### config.mk
export PLATFORM = sky130hd
export DESIGN_NAME = video_top
export DESIGN_NICKNAME = d
export VERILOG_FILES = /design/src/design/video_cfg_pkg.sv /design/src/design/video_bus_pkg.sv /design/src/design/video_regs.sv /design/src/design/video_mode.sv /design/src/design/video_raster.sv /design/src/design/video_fetch.sv /design/src/design/video_top.sv
export SDC_FILE = /design/constraint.sdc
export NUM_CORES = 1
export LEC_CHECK = 0
export ABC_AREA = 1
export BUFFER_PORTS_ARGS = -buffer_cell sky130_fd_sc_hd__buf_2
export CORE_ASPECT_RATIO = 1.4
export CORE_MARGIN = 2
export CORE_UTILIZATION = 45
export DETAILED_ROUTE_END_ITERATION = 10
export PLACE_DENSITY_LB_ADDON = 0.05
export SLEW_MARGIN = 10
export SYNTH_ARGS = -nofsm -noshare
export SYNTH_HDL_FRONTEND = slang
export SYNTH_HIERARCHICAL = 1
export SYNTH_SLANG_ARGS = --single-unit
### constraint.sdc
create_clock -name clk -period 4.36 [get_ports clk]
set_input_delay 0.436 -clock clk [delete_from_list [all_inputs] [get_ports clk]]
set_output_delay 0.436 -clock clk [all_outputs]
set_load 0.005 [all_outputs]
### src/design/video_cfg_pkg.sv
// video format types; widths fixed by the 448x320 raster, no gigascreen addressing
package video_cfg_pkg;

	// video modes as written to vconf[2:0]
	typedef enum logic [2:0] {
		mode_zx    = 3'd0,
		mode_16c   = 3'd1,
		mode_256c  = 3'd2,
		mode_text  = 3'd3,
		mode_giga  = 3'd4,
		mode_zxhi  = 3'd5,
		mode_rsvd  = 3'd6,
		mode_nogfx = 3'd7
	} vmode_t;

	typedef enum logic [1:0] {
		rend_zx,
		rend_16c,
		rend_256c,
		rend_text
	} rmode_t;

	typedef logic [1:0] rres_t;        // 256x192, 320x200, 320x240, 360x288
	typedef logic [8:0] raster_pos_t;
	typedef logic [7:0] col_t;
	typedef logic [5:0] tiles_t;

	localparam raster_pos_t line_len  = 9'd448;  // pixels per line incl. blanking
	localparam raster_pos_t frame_len = 9'd320;  // lines per frame

	localparam logic [3:0] fsel_char = 4'b0011;  // fetch_sel code of a text char fetch

endpackage

### src/design/video_bus_pkg.sv
// bus widths and register map; registers are 8 bits on a 3-bit word address
package video_bus_pkg;

	typedef logic [7:0]  wb_data_t;
	typedef logic [2:0]  wb_addr_t;
	typedef logic [20:0] dram_addr_t;
	typedef logic [15:0] dram_data_t;
	typedef logic [3:0]  bw_t;

	// mode in [2:0], resolution in [7:6]
	localparam wb_addr_t reg_vconf    = 3'd0;
	localparam wb_addr_t reg_vpage    = 3'd1;
	localparam wb_addr_t reg_xoffs_lo = 3'd2;
	// bit 0 only, x offset bit 8
	localparam wb_addr_t reg_xoffs_hi = 3'd3;
	// bit 0 overrun, sticky until written
	localparam wb_addr_t reg_status   = 3'd4;

endpackage

### src/design/video_regs.sv
// wishbone classic slave, ack one cycle after cyc&stb; master must hold the bus until ack
`timescale 1ns/1ps

module video_regs
	import video_bus_pkg::*;
(
	input  logic     clk,
	input  logic     rst_n,
	input  logic     wb_cyc,
	input  logic     wb_stb,
	input  logic     wb_we,
	input  wb_addr_t wb_adr,
	input  wb_data_t wb_dat_w,
	output wb_data_t wb_dat_r,
	output logic     wb_ack,
	input  logic     overrun_set,
	output wb_data_t vconf,
	output wb_data_t vpage,
	output logic [8:0] x_offs
);

	logic ack;
	logic overrun;
	logic acc;
	logic wr;

	assign acc = wb_cyc & wb_stb & ~ack;  // new access, not the one being acked
	assign wr = acc & wb_we;
	assign wb_ack = ack;

	always_ff @(posedge clk) begin
		if (!rst_n) begin
			ack <= 1'b0;
			vconf <= '0;
			vpage <= '0;
			x_offs <= '0;
			overrun <= 1'b0;
		end else begin
			ack <= acc;
			if (wr) begin
				case (wb_adr)
					reg_vconf:    vconf <= wb_dat_w;
					reg_vpage:    vpage <= wb_dat_w;
					reg_xoffs_lo: x_offs[7:0] <= wb_dat_w;
					reg_xoffs_hi: x_offs[8] <= wb_dat_w[0];
					reg_status:   overrun <= 1'b0;  // any write clears
					default: ;
				endcase
			end
			if (overrun_set)
				overrun <= 1'b1;  // a new overrun beats the clear
		end
	end

	// read mux, address is held while ack is high
	always_comb begin
		case (wb_adr)
			reg_vconf:    wb_dat_r = vconf;
			reg_vpage:    wb_dat_r = vpage;
			reg_xoffs_lo: wb_dat_r = x_offs[7:0];
			reg_xoffs_hi: wb_dat_r = {7'd0, x_offs[8]};
			reg_status:   wb_dat_r = {7'd0, overrun};
			default:      wb_dat_r = '0;
		endcase
	end

endmodule

### src/design/video_mode.sv
// mode decoder tables; mode is sampled one clk after vconf, giga mode fetches address zero
`timescale 1ns/1ps

module video_mode
	import video_cfg_pkg::*;
	import video_bus_pkg::*;
(
	input  logic        clk,
	input  logic        f0,
	input  logic        q2,
	input  logic        c6,
	input  wb_data_t    vconf,
	input  wb_data_t    vpage,
	input  raster_pos_t x_offs,
	output logic [9:0]  x_offs_mode,
	output raster_pos_t hpix_beg,
	output raster_pos_t hpix_end,
	output raster_pos_t vpix_beg,
	output raster_pos_t vpix_end,
	output tiles_t      x_tiles,
	output logic [4:0]  go_offs,
	output logic [3:0]  fetch_sel,
	output logic [1:0]  fetch_bsl,
	input  logic [3:0]  fetch_cnt,
	input  dram_data_t  txt_char,
	input  col_t        cnt_col,
	input  raster_pos_t cnt_row,
	input  logic        cptr,
	input  logic        pix_start,
	output logic        hires,
	output rmode_t      render_mode,
	output logic        nogfx,
	output logic        pix_stb,
	output logic        fetch_stb,
	output dram_addr_t  video_addr,
	output bw_t         video_bw
);

	vmode_t vmod;
	rres_t rres;
	logic ftch;
	logic [11:0] addr_zx_gfx;
	logic [11:0] addr_zx_atr;
	logic [13:0] addr_tx;
	dram_addr_t addr_zx;
	dram_addr_t addr_16c;
	dram_addr_t addr_256c;
	dram_addr_t addr_text;

	// registered copy keeps the wb write path out of the table decode
	always_ff @(posedge clk) begin
		vmod <= vmode_t'(vconf[2:0]);
		rres <= vconf[7:6];
	end

	assign nogfx = (vmod == mode_nogfx);
	assign hires = (vmod == mode_text) || (vmod == mode_zxhi);
	assign pix_stb = hires ? f0 : q2;
	assign x_offs_mode = {(vmod == mode_256c) ? {x_offs[8:1], 1'b0} : {1'b0, x_offs[8:1]},
		x_offs[0]};

	// per-mode tables
	always_comb begin
		case (vmod)
			mode_16c:  begin render_mode = rend_16c;  go_offs = 5'd10; video_bw = 4'b1010; end
			mode_256c: begin render_mode = rend_256c; go_offs = 5'd6;  video_bw = 4'b0010; end
			mode_text: begin render_mode = rend_text; go_offs = 5'd10; video_bw = 4'b1100; end
			mode_giga: begin render_mode = rend_zx;   go_offs = 5'd18; video_bw = 4'b1010; end
			mode_zxhi: begin render_mode = rend_zx;   go_offs = 5'd10; video_bw = 4'b1010; end
			default:   begin render_mode = rend_zx;   go_offs = 5'd18; video_bw = 4'b1001; end
		endcase
	end

	// fetch period in c6 slots: 16, 8, 4, 16
	always_comb begin
		case (render_mode)
			rend_16c:  ftch = &fetch_cnt[2:0];
			rend_256c: ftch = &fetch_cnt[1:0];
			default:   ftch = &fetch_cnt[3:0];
		endcase
	end
	// the first strobe comes one period after pix_start clears fetch_cnt
	assign fetch_stb = ftch & c6;

	// cnt_col has already moved on when the data comes back
	always_comb begin
		if (vmod == mode_text) begin
			case (cnt_col[1:0])
				2'd1:    begin fetch_sel = fsel_char; fetch_bsl = 2'b10; end
				2'd2:    begin fetch_sel = 4'b1100;   fetch_bsl = 2'b10; end  // attr
				2'd3:    begin fetch_sel = 4'b0001;   fetch_bsl = {2{cnt_row[0]}}; end
				default: begin fetch_sel = 4'b0010;   fetch_bsl = {2{cnt_row[0]}}; end
			endcase
		end else begin
			fetch_sel = {~cptr, ~cptr, cptr, cptr};
			fetch_bsl = 2'b10;
		end
	end

	// raster window per resolution
	always_comb begin
		case (rres)
			2'd0: begin
				hpix_beg = 9'd140; hpix_end = 9'd396;
				vpix_beg = 9'd80;  vpix_end = 9'd272; x_tiles = 6'd33;
			end
			2'd1: begin
				hpix_beg = 9'd108; hpix_end = 9'd428;
				vpix_beg = 9'd76;  vpix_end = 9'd276; x_tiles = 6'd41;
			end
			2'd2: begin
				hpix_beg = 9'd108; hpix_end = 9'd428;
				vpix_beg = 9'd56;  vpix_end = 9'd296; x_tiles = 6'd41;
			end
			default: begin  // full 360x288 border-less
				hpix_beg = 9'd88;  hpix_end = 9'd448;
				vpix_beg = 9'd32;  vpix_end = 9'd320; x_tiles = 6'd46;
			end
		endcase
	end

	// zx screen layout, thirds then char line then pixel line
	assign addr_zx_gfx = {cnt_row[7:6], cnt_row[2:0], cnt_row[5:3], cnt_col[4:1]};
	assign addr_zx_atr = {3'b110, cnt_row[7:3], cnt_col[4:1]};
	assign addr_zx = {vpage, 1'b0, cnt_col[0] ? addr_zx_atr : addr_zx_gfx};

	assign addr_16c = {vpage[7:3], cnt_row, cnt_col[6:0]};
	assign addr_256c = {vpage[7:4], cnt_row, cnt_col};

	// text: char, attr, then both glyph bytes from the latched char word
	always_comb begin
		case (cnt_col[1:0])
			2'd0: addr_tx = {1'b0, cnt_row[8:3], 1'b0, cnt_col[7:2]};
			2'd1: addr_tx = {1'b0, cnt_row[8:3], 1'b1, cnt_col[7:2]};
			2'd2: addr_tx = {4'b1000, txt_char[7:0], cnt_row[2:1]};
			default: addr_tx = {4'b1000, txt_char[15:8], cnt_row[2:1]};
		endcase
	end
	assign addr_text = {vpage[7:1], addr_tx};

	always_comb begin
		case (vmod)
			mode_16c:  video_addr = addr_16c;
			mode_256c: video_addr = addr_256c;
			mode_text: video_addr = addr_text;
			mode_giga: video_addr = '0;
			default:   video_addr = addr_zx;
		endcase
	end

endmodule

### src/design/video_raster.sv
// raster counters in pixel units, one pixel per 4 clk; window limits come from the mode decoder
`timescale 1ns/1ps

module video_raster
	import video_cfg_pkg::*;
(
	input  logic        clk,
	input  logic        rst_n,
	input  raster_pos_t hpix_beg,
	input  raster_pos_t vpix_beg,
	input  raster_pos_t vpix_end,
	input  logic [4:0]  go_offs,
	output logic        f0,
	output logic        q2,
	output logic        c6,
	output raster_pos_t cnt_row,
	output logic        pix_start,
	output logic        frame_start
);

	logic [2:0] phase;
	raster_pos_t hcnt;
	raster_pos_t vcnt;
	raster_pos_t pstart;
	logic h_wrap;
	logic v_wrap;
	logic v_in;

	assign f0 = phase[0];
	assign q2 = (phase[1:0] == 2'b11);
	assign c6 = (phase == 3'd7);

	assign h_wrap = (hcnt == line_len - 9'd1);
	assign v_wrap = (vcnt == frame_len - 9'd1);

	always_ff @(posedge clk) begin
		if (!rst_n) begin
			phase <= '0;
			hcnt <= '0;
			vcnt <= '0;
			frame_start <= 1'b0;
		end else begin
			phase <= phase + 3'd1;
			frame_start <= q2 & h_wrap & v_wrap;  // first clk of the new frame
			if (q2) begin
				if (h_wrap) begin
					hcnt <= '0;
					if (v_wrap)
						vcnt <= '0;
					else
						vcnt <= vcnt + 9'd1;
				end else begin
					hcnt <= hcnt + 9'd1;
				end
			end
		end
	end

	// fetch starts go_offs pixels ahead of the visible window
	assign pstart = hpix_beg - {4'd0, go_offs};
	assign v_in = (vcnt >= vpix_beg) && (vcnt < vpix_end);
	assign cnt_row = vcnt - vpix_beg;

	// hcnt steps twice per c6 slot and is odd at c6, so match on the pixel pair
	assign pix_start = c6 & v_in & (hcnt[8:1] == pstart[8:1]);

endmodule

### src/design/video_fetch.sv
// one outstanding dram read; strobes arriving while req is high are dropped as overrun
`timescale 1ns/1ps

module video_fetch
	import video_cfg_pkg::*;
	import video_bus_pkg::*;
(
	input  logic       clk,
	input  logic       rst_n,
	input  logic       c6,
	input  logic       pix_start,
	input  logic       fetch_stb,
	input  tiles_t     x_tiles,
	input  logic [3:0] fetch_sel,
	input  dram_addr_t video_addr,
	input  bw_t        video_bw,
	output logic [3:0] fetch_cnt,
	output col_t       cnt_col,
	output logic       cptr,
	output dram_data_t txt_char,
	output logic       dram_req,
	output dram_addr_t dram_addr,
	output bw_t        dram_bw,
	input  logic       dram_ack,
	input  dram_data_t dram_data,
	output logic       overrun_set
);

	logic issue;

	// only while the line still has columns left
	assign issue = fetch_stb & ~dram_req & (cnt_col < {2'b00, x_tiles});
	assign overrun_set = fetch_stb & dram_req;

	always_ff @(posedge clk) begin
		if (!rst_n) begin
			fetch_cnt <= '0;
			cnt_col <= '1;  // parked past the line until the first pix_start
			cptr <= 1'b0;
			dram_req <= 1'b0;
		end else begin
			if (pix_start)
				fetch_cnt <= '0;
			else if (c6)
				fetch_cnt <= fetch_cnt + 4'd1;

			if (pix_start) begin
				cnt_col <= '0;
				cptr <= 1'b0;
			end else if (issue) begin
				cnt_col <= cnt_col + 8'd1;
				cptr <= ~cptr;
			end

			if (issue)
				dram_req <= 1'b1;
			else if (dram_ack)
				dram_req <= 1'b0;
		end
	end

	always_ff @(posedge clk) begin
		if (issue) begin
			dram_addr <= video_addr;
			dram_bw <= video_bw;
		end
		if (dram_req && dram_ack && fetch_sel == fsel_char)
			txt_char <= dram_data;  // glyph addresses are built from this
	end

endmodule

### src/design/video_top.sv
// video address and timing core, no pixel output; dram port serves a single client
`timescale 1ns/1ps

module video_top
	import video_cfg_pkg::*;
	import video_bus_pkg::*;
(
	input  logic       clk,
	input  logic       rst_n,
	input  logic       wb_cyc,
	input  logic       wb_stb,
	input  logic       wb_we,
	input  wb_addr_t   wb_adr,
	input  wb_data_t   wb_dat_w,
	output wb_data_t   wb_dat_r,
	output logic       wb_ack,
	output logic       dram_req,
	output dram_addr_t dram_addr,
	output bw_t        dram_bw,
	input  logic       dram_ack,
	input  dram_data_t dram_data,
	output rmode_t     render_mode,
	output logic       hires,
	output logic       nogfx,
	output logic       pix_stb,
	output logic [1:0] fetch_bsl,
	output logic       frame_start
);

	wb_data_t vconf;
	wb_data_t vpage;
	raster_pos_t x_offs;
	raster_pos_t hpix_beg;
	raster_pos_t vpix_beg;
	raster_pos_t vpix_end;
	raster_pos_t cnt_row;
	tiles_t x_tiles;
	col_t cnt_col;
	logic [4:0] go_offs;
	logic [3:0] fetch_sel;
	logic [3:0] fetch_cnt;
	dram_data_t txt_char;
	dram_addr_t video_addr;
	bw_t video_bw;
	logic f0;
	logic q2;
	logic c6;
	logic cptr;
	logic pix_start;
	logic fetch_stb;
	logic overrun_set;

	video_regs u_regs (
		.clk(clk), .rst_n(rst_n),
		.wb_cyc(wb_cyc), .wb_stb(wb_stb), .wb_we(wb_we), .wb_adr(wb_adr),
		.wb_dat_w(wb_dat_w), .wb_dat_r(wb_dat_r), .wb_ack(wb_ack),
		.overrun_set(overrun_set), .vconf(vconf), .vpage(vpage), .x_offs(x_offs)
	);

	// x_offs_mode and hpix_end belong to the renderer, not built here
	video_mode u_mode (
		.clk(clk), .f0(f0), .q2(q2), .c6(c6),
		.vconf(vconf), .vpage(vpage), .x_offs(x_offs), .x_offs_mode(),
		.hpix_beg(hpix_beg), .hpix_end(), .vpix_beg(vpix_beg), .vpix_end(vpix_end),
		.x_tiles(x_tiles), .go_offs(go_offs), .fetch_sel(fetch_sel), .fetch_bsl(fetch_bsl),
		.fetch_cnt(fetch_cnt), .txt_char(txt_char), .cnt_col(cnt_col), .cnt_row(cnt_row),
		.cptr(cptr), .pix_start(pix_start), .hires(hires), .render_mode(render_mode),
		.nogfx(nogfx), .pix_stb(pix_stb), .fetch_stb(fetch_stb),
		.video_addr(video_addr), .video_bw(video_bw)
	);

	video_raster u_raster (
		.clk(clk), .rst_n(rst_n),
		.hpix_beg(hpix_beg), .vpix_beg(vpix_beg), .vpix_end(vpix_end), .go_offs(go_offs),
		.f0(f0), .q2(q2), .c6(c6), .cnt_row(cnt_row),
		.pix_start(pix_start), .frame_start(frame_start)
	);

	video_fetch u_fetch (
		.clk(clk), .rst_n(rst_n), .c6(c6), .pix_start(pix_start),
		.fetch_stb(fetch_stb), .x_tiles(x_tiles), .fetch_sel(fetch_sel),
		.video_addr(video_addr), .video_bw(video_bw),
		.fetch_cnt(fetch_cnt), .cnt_col(cnt_col), .cptr(cptr), .txt_char(txt_char),
		.dram_req(dram_req), .dram_addr(dram_addr), .dram_bw(dram_bw),
		.dram_ack(dram_ack), .dram_data(dram_data), .overrun_set(overrun_set)
	);

endmodule

## After elaboration in Yosys (flattened, before gate mapping)

Cells that the tools add are included.

- Logic and storage cells: 118
- Output and inout port bits: 43
- Input port bits: 33
- Flip-flop bits (word level): 109

- Order comparisons: 3
- Multiplexer cells: 26
- Reduce and logical (&&, ||, !) cells: 25
- Bitwise gates (word level): 15
- Equal/unequal tests: 23
- Add/subtract/negate cells: 7

Operators by type and width:

| operator | count |
|---|---|
| $pmux 21 s4 | 1 |
| $pmux 14 s3 | 1 |
| $pmux 7 s3 | 2 |
| $pmux 8 s5 | 1 |
| $pmux 4 s3 | 2 |
| $add 9x1->9 const B | 2 |
| $eq 9x9->1 const B | 2 |
| $mux 9 | 2 |
| $mux 8 | 2 |
| $pmux 8 s2 | 1 |
| $eq 3x3->1 const B | 5 |
| $reduce_and 2->1 | 7 |
| $eq 3x2->1 const B | 4 |
| $mux 12 | 1 |
| $and 1x1->1 | 11 |
| $eq 2x2->1 const B | 5 |
| $pmux 5 s2 | 1 |
| $ge 9x7->1 | 1 |
| $lt 9x9->1 | 1 |
| $sub 8x5->9 | 1 |
| $sub 9x7->9 | 1 |
| $add 8x1->8 const B | 1 |
| $eq 8x8->1 | 1 |
| $lt 8x6->1 | 1 |
| other kinds (21) | 42 |

## Longest topological paths before layout

Gate-level depths: netlist (run 1).

- Word-level depth: 9
- Gate-level depth with buffers: 20
- Depth with buffers taken out: 19

## Cells and area by module

The synthesis (run 1) kept the hierarchy.

By module, submodules not included:

| module | cells each | area each (um^2) | sequential area each (um^2) | instances |
|---|---|---|---|---|
| video_raster | 310 | 2,143.3 | 440.4 | 1 |
| video_fetch | 166 | 2,098.3 | 1,511.4 | 1 |
| video_mode | 326 | 1,640.3 | 100.1 | 1 |
| video_regs | 202 | 1,288.7 | 540.5 | 1 |

## Worst setup path before layout (run 1)

OpenSTA, ideal clock, no wires.

- Path type: register -> register
- Start point: register u_fetch.cnt_col[0]
- End point: register u_fetch.txt_char[0] (enable)
- Stages on the path, launching flop included: 9
- Path slack: 1.263 ns
- Library setup time: 0.409 ns
- Period minus slack after synthesis: 3.097 ns
- Arrival: 2.688 ns
- Buffers on the path: 2
- Required time: 3.951 ns
- Cells stage by stage: dfxtp_1 inv_1 ha_1 clkbuf_1 o21a_1 buf_4 nor2_1 nand3_1 nor3_1

- Cells in the longest elaborated chain, start to end: 5
- Elaborated cells between the ends (all ways): 7
- Those cells by class: eq/ne (4); mux (2); reduce/logical (1)

RTL lines:

| element | RTL line | text |
|---|---|---|
| start: declaration | video_fetch.sv:18 | `output col_t cnt_col,` |
| start signal: assignment | video_fetch.sv:51 | `cnt_col <= cnt_col + 8'd1;` |
| $eq 2x2->1 / $eq 2x1->1 (equally long branches) | video_mode.sv:88 | `case (cnt_col[1:0])` |
| $pmux 4 s3 (*) | video_mode.sv:88 |  |
| $mux 4 (*) | video_mode.sv:87 | `if (vmod == mode_text) begin` |
| named net fetch_sel[2] | video_top.sv:40 | `logic [3:0] fetch_sel;` |
| $eq 4x2->1 (*) | video_fetch.sv:67 | `if (dram_req && dram_ack && fetch_sel == fsel_char)` |
| $logic_and 1x1->1 (*) | video_fetch.sv:67 |  |
| end signal: assignment | video_fetch.sv:68 | `txt_char <= dram_data;` |
| end: declaration | video_fetch.sv:20 | `output dram_data_t txt_char,` |

The timed path passes the listed nets; every way through them passes the cells marked *.
A chain may end at the register's enable or synchronous reset.

## Final worst setup path (run 1)

- Start point: register u_mode.vmod[1]
- End point: register u_fetch.dram_addr[8] (enable)

- Cells in the longest elaborated chain, start to end: 7
- Elaborated cells between the ends (all ways): 10
- Those cells by class: eq/ne (5); mux (2); bitwise (3)

RTL lines:

| element | RTL line | text |
|---|---|---|
| start: declaration | video_mode.sv:39 | `vmode_t vmod;` |
| start signal: assignment | video_mode.sv:52 | `vmod <= vmode_t'(vconf[2:0]);` |
| $eq 3x2->1 (tied with other cells) | video_mode.sv:64 | `case (vmod)` |
| $pmux 2 s3 (*) | video_mode.sv:64 |  |
| $eq 2x2->1 / $eq 2x1->1 (equally long branches) | video_mode.sv:76 | `case (render_mode)` |
| $pmux 1 s2 (*) | video_mode.sv:76 |  |
| $and 1x1->1 (*) | video_mode.sv:83 | `assign fetch_stb = ftch & c6;` |
| named net fetch_stb | video_top.sv:50 | `logic fetch_stb;` |
| $and 1x1->1 (*) (2 in a row) | video_fetch.sv:32 | `assign issue = fetch_stb & ~dram_req & (cnt_col < {2'b00, x_tiles});` |
| named net u_fetch.issue | video_fetch.sv:29 | `logic issue;` |
| end signal: assignment | video_fetch.sv:64 | `dram_addr <= video_addr;` |
| end: declaration | video_fetch.sv:22 | `output dram_addr_t dram_addr,` |

Marked as above.

==> impl_metrics.ini, run 1 <==
[status]
status = finished, final reports clean

[clock_tree]
cts_max_level = 3
cts_resized = 0
cts_setup_buffers = 0
cts_sinks = 109
clock_path_buffers = 2
cts_hold_buf = 0
insertion_delay_ns = 0.36
cts_tree = built
root_buffer = clkbuf_16
cts_made_buffers = 9
clk_pin_slew_ns = 0.08

[power_and_ir_drop]
power_uw = 2070
power.internal_uw = 1550
p_comb_frac = 0.067
p_sw_uw = 521
power_frac_clock = 0.421
leakagePower_uw = 0.00382
swShare = 0.251
seqPwrFrac = 0.513
ir_worst_vdd_v = 0.000174
p_per_area_nw_per_um2 = 269

[detailed_routing]
routed_via_density = 4.70
drc = 0
routedWlPerCell_um = 12.9
drt-initial-drc-count = 200
vias = 5788
drtAntennaViolNets = 0
dr.pass1.iters = 6
wl_mm = 15.9

[die]
die_h_um = 152
design.die.area_um2 = 16600
pin_count = 76
core_um2 = 15400
initial_core_util = 0.455
die_w_um = 109
fp-row-count = 54

[cells_and_area]
nets = 1111
finalInstanceArea_um2 = 7720
antennaDiodeCount = 0
areaGrowthSynthToFinish_pct = 10.2
instances_no_fill = 1232
fillers = 1615
drive_above_1_share = 0.129

[placed_design]
portBuffers = 75
dpl.hpwl_mm = 12.1
routabilityCongestion = 0.828
dp.cells = 1216
postPlaceCellArea_um2 = 7400
pre_cts_ws_ns = 1.02

[setup_path]
cp-start-kind = flip-flop
worstSetupPathType = flip-flop to flip-flop
crit_fanout = 26
worstPathArrival_ns = 3.35
end_kind = flip-flop
cp_slowest_stage_delay_ns = 0.45
crit_top_cell = inv_1
cp.required_ns = 4.36
cpMaxStageDelayCell = inv_2
path_cells = nand3_1, nand2_2, inv_1, ha_1, nand2_1, nand4_1, a21oi_1, inv_1, nor2_1, nor3b_4, nand2_4, inv_2

[timing]
finalCritPeriodShare = 0.768
setup_viol = 0
rsz0062_at_grt = false
max_freq_mhz = 298
period_minus_slack_ns = 3.35
drv_slew = 0
finalSetupTns_ns = 0
setup_ws_ns = 1.01
skew_ns = 0.00750
hold_viol = 0
worst_slew_pin_slew_ns = 0.831
slew_headroom = 0.446

[grt]
busiest_layer = met2
grt_overflow = 0
use_met1 = 0.242
met3_usage = 0.0205
grt_pass1_wl_mm = 25.5
use_met2 = 0.354
grt_start_max_net_pins = 43
grt_usage = 0.198
grt_pass1_vias = 5305
antenna_found_initial = 0

[run]
drv_cap = 0

[logic_synthesis]
avgSynthCellArea_um2 = 7.22
yosys_warnings = 6
syn-cell-area_um2 = 7000
synth_cells = 970

[hold_path]
hold_class = input pin to flip-flop
==> flip-flops by register name, indices dropped and copies added, names as in the netlist <==
name,count
u_fetch/fetch_cnt,4
u_fetch/dram_addr,21
u_fetch/cnt_col,8
u_fetch/dram_bw,4
u_regs/x_offs,9
u_regs/overrun,1
u_fetch/dram_req,1
u_regs/vpage,8
u_mode/vmod,3
u_regs/vconf,8
u_raster/hcnt,9
u_raster/phase,3
u_mode/rres,2
u_raster/frame_start,1
u_regs/wb_ack,1
u_fetch/cptr,1
u_raster/vcnt,9
u_fetch/txt_char,16
==> cell usage in the layout, fill, tap and decap left out, types with 4 or more instances in the layout <==
| cell type | instances |
|---|---|
| a21oi_1 | 34 |
| buf_2 | 75 |
| clkbuf_16 | 10 |
| conb_1 | 16 |
| dfxtp_1 | 68 |
| edfxtp_1 | 41 |
| ha_1 | 45 |
| inv_1 | 144 |
| inv_2 | 4 |
| inv_8 | 4 |
| nand2_1 | 288 |
| nand2_2 | 5 |
| nand3_1 | 49 |
| nand4_1 | 14 |
| nor2_1 | 137 |
| nor2_2 | 7 |
| nor2_4 | 7 |
| nor3_1 | 5 |
| nor3_2 | 4 |
| o21ai_0 | 19 |
| xnor2_1 | 5 |
| xor2_1 | 17 |
==> final cells by class <==
type,count,area [um2],share of cell area
Multi-Input combinational cell,686,3610,0.468
Tap cell,196,245,0.0318
Clock buffer,10,250,0.0324
Inverter,149,564,0.0731
Clock inverter,6,70.1,0.00908
Timing Repair Buffer,76,383,0.0496
Sequential cell,109,2590,0.336
==> power by group through the flow <==
stage,clock (uW),combinational (uW),sequential (uW)
detailed placement,0,137,1090
global route,930,161,1070
CTS,902,137,1060
finish,873,138,1060
global placement,0,137,1090
floorplan,0,107,1090
==> through the flow <==
step / utilization / hold WS, ns
6_report: 0.501 / 0.245
5_1_grt: 0.501 / 0.231
4_1_cts: 0.501 / 0.231
3_5_place_dp: 0.480 / 0.371
3_3_place_gp: 0.480 / 0.370
2_1_floorplan: - / 0.351
==> per-layer routing <==
metal | routed length [um] | vias to the layer above
met3 | 509 | 15
met1 | 7070 | 2585
met2 | 8040 | 88
met4 | 244 | 0
li1 | - | 3100
met5 | 0 | -
==> final timing paths <==
kind                   start              endpoint  slack (ns)  depth (start not counted)
max           u_mode/vmod[1]  u_fetch/dram_addr[8]        1.01                         12
min            dram_data[13]  u_fetch/txt_char[13]        0.25                          1
max reg2reg   u_mode/vmod[1]  u_fetch/dram_addr[8]        1.01                         12
min reg2reg  u_regs/vconf[7]        u_mode/rres[1]        0.38                          0
==> critical path, delay by kind of cell, from the launching register on <==
kind            cells  cell delay, ns
flops               1            0.44
buf+inv             3            0.58
compound gates      1            0.17
fa+ha+maj           1            0.30
simple gates        7            1.48
No activity file was read; power rests on OpenSTA's default activity.
==> inputs of run 2 (changes only) <==
--- a/config.mk
+++ b/config.mk
@@ -5,7 +5,7 @@
 export SDC_FILE = /design/constraint.sdc
 export NUM_CORES = 1
 export LEC_CHECK = 0
-export ABC_AREA = 1
+export ABC_AREA = 0
 export BUFFER_PORTS_ARGS = -buffer_cell sky130_fd_sc_hd__buf_2
 export CORE_ASPECT_RATIO = 1.4
 export CORE_MARGIN = 2
==> constraint.sdc (replaced) <==
create_clock -name clk -period 3.5 [get_ports clk]
set_input_delay 0.35 -clock clk [delete_from_list [all_inputs] [get_ports clk]]
set_output_delay 0.35 -clock clk [all_outputs]
set_load 0.005 [all_outputs]
==> run 2 against run 1 <==
Effect of this change: design area down 2.2%; largest cell class unchanged; synthesized area is 2.0% lower; final cell count decreased by 20%.
==> impl_metrics.ini, run 2 <==
[status]
status = finished, final reports clean

[logic_synthesis]
avgSynthCellArea_um2 = 9.32
synth_cells = 737
syn-cell-area_um2 = 6870
yosys_warnings = 6

[cells_and_area]
antennaDiodeCount = 0
regMostFlops = u_fetch/dram_addr
final_cell_mix = 75 x buf_2, 68 x dfxtp_1, 67 x nand2_1, 64 x inv_1, 60 x nor2_1
drive_above_1_share = 0.168
fillers = 1495
nets = 871
reg_top3 = u_fetch/dram_addr x21, u_fetch/txt_char x16
areaGrowthSynthToFinish_pct = 9.93
instances_no_fill = 988
finalInstanceArea_um2 = 7550
largest_register_ffs = 21
final_common_cell = buf_2

[detailed_routing]
drc = 0
routedWlPerCell_um = 17.1
drt-initial-drc-count = 220
dr.pass1.iters = 5
drtAntennaViolNets = 0
wl_mm = 16.9
vias = 5339
routed_via_density = 5.40

[timing]
hold_viol = 0
finalSetupTns_ns = 0
setup_viol = 0
drv_slew = 0
period_minus_slack_ns = 3.15
max_freq_mhz = 318
rsz0062_at_grt = false
whs_ns = 0.159
skew_ns = 0.0111
slew_headroom = 0.535
finalCritPeriodShare = 0.900
worst_slew_pin_slew_ns = 0.693

[setup_path]
path_cells = inv_1, ha_1, inv_1, ha_1, o21a_1, o31a_1, o21ai_1, nand2_1, a31oi_1, xnor2_1, or2_2, a221oi_1, a221oi_1
cp-start-kind = flip-flop
cp.required_ns = 3.60
cp_slowest_stage_delay_ns = 0.40
cpMaxStageDelayCell = dfxtp_1
worstSetupPathType = flip-flop to flip-flop
end_kind = flip-flop
worstPathArrival_ns = 3.25
crit_fanout = 5

[die]
fp-row-count = 53
die_h_um = 150
die_w_um = 108
core_um2 = 15000
initial_core_util = 0.458
design.die.area_um2 = 16300
pin_count = 76

[clock_tree]
clock_path_buffers = 2
cts_resized = 0
cts_tree = built
root_buffer = clkbuf_16
cts_setup_buffers = 0
cts_max_level = 3
cts_made_buffers = 9
cts_hold_buf = 0
clk_pin_slew_ns = 0.08
insertion_delay_ns = 0.36
cts_sinks = 109

[placed_design]
postPlaceCellArea_um2 = 7260
dp.cells = 972
routabilityCongestion = 0.891
portBuffers = 75
dpl.hpwl_mm = 13.0

[hold_path]
hold_class = input pin to flip-flop

[grt]
grt_pass1_wl_mm = 26.8
grt_overflow = 0
antenna_found_initial = 0
grt_usage = 0.214
grt_start_max_net_pins = 38
grt_pass1_vias = 5209

[run]
drv_cap = 0

[power_and_ir_drop]
ir_worst_vdd_v = 0.000229
leakagePower_uw = 0.00329
p_per_area_nw_per_um2 = 329
## run 2: report_power, final
part	total [uW]	internal, uW	leakage [uW]	switching (uW)
Combinational	151	62.0	0.00224	88.5
Clock	1010	515	0.000143	498
Sequential	1320	1320	0.000913	4.26
## run 2: area by class of cell
class | count | area [um2] | area share
flip-flops and latches | 109 | 2590 | 0.344
clock inverters | 6 | 52.6 | 0.00696
multi-input cells | 514 | 3670 | 0.486
inverters | 67 | 254 | 0.0337
well taps | 192 | 240 | 0.0318
repair buffers | 90 | 500 | 0.0663
clock buffers | 10 | 239 | 0.0317
## run 2: routing by layer
layer | vias up | track usage | share of wire
li1 | 2659 | - | -
met1 | 2543 | 0.237 | 0.40
met2 | 112 | 0.403 | 0.54
met3 | 25 | 0.0364 | 0.036
met4 | 0 | 0.0763 | 0.023
met5 | - | 0 | 0
## run 2: path summary, 6_finish.rpt
kind                           endpoint       startpoint  slack (ns)  depth (start not counted)
setup / recovery  u_fetch/dram_addr[15]   u_mode/rres[0]        0.35                         13
hold / removal      u_fetch/txt_char[8]     dram_data[8]        0.16                          1
setup reg to reg  u_fetch/dram_addr[15]   u_mode/rres[0]        0.35                         13
hold reg to reg          u_mode/vmod[2]  u_regs/vconf[2]        0.38                          0
## run 2: worst max-delay path, delay by kind of cell, from the launching register on
kind | cells | cell delay (ns)
fa+ha+maj | 2 | 0.74
flops | 1 | 0.40
compound gates | 6 | 1.00
buf+inv | 2 | 0.18
simple gates | 2 | 0.42
xor+xnor | 1 | 0.16
## run 2: per-stage QoR
step           utilization  setup slack [ns]  power, uW
3_3_place_gp         0.484             0.507       1490
4_1_cts              0.504             0.353       2520
2_1_floorplan            -             0.263       1470
5_1_grt              0.504             0.110       2580
6_report             0.504             0.351       2480
3_5_place_dp         0.484             0.388       1500
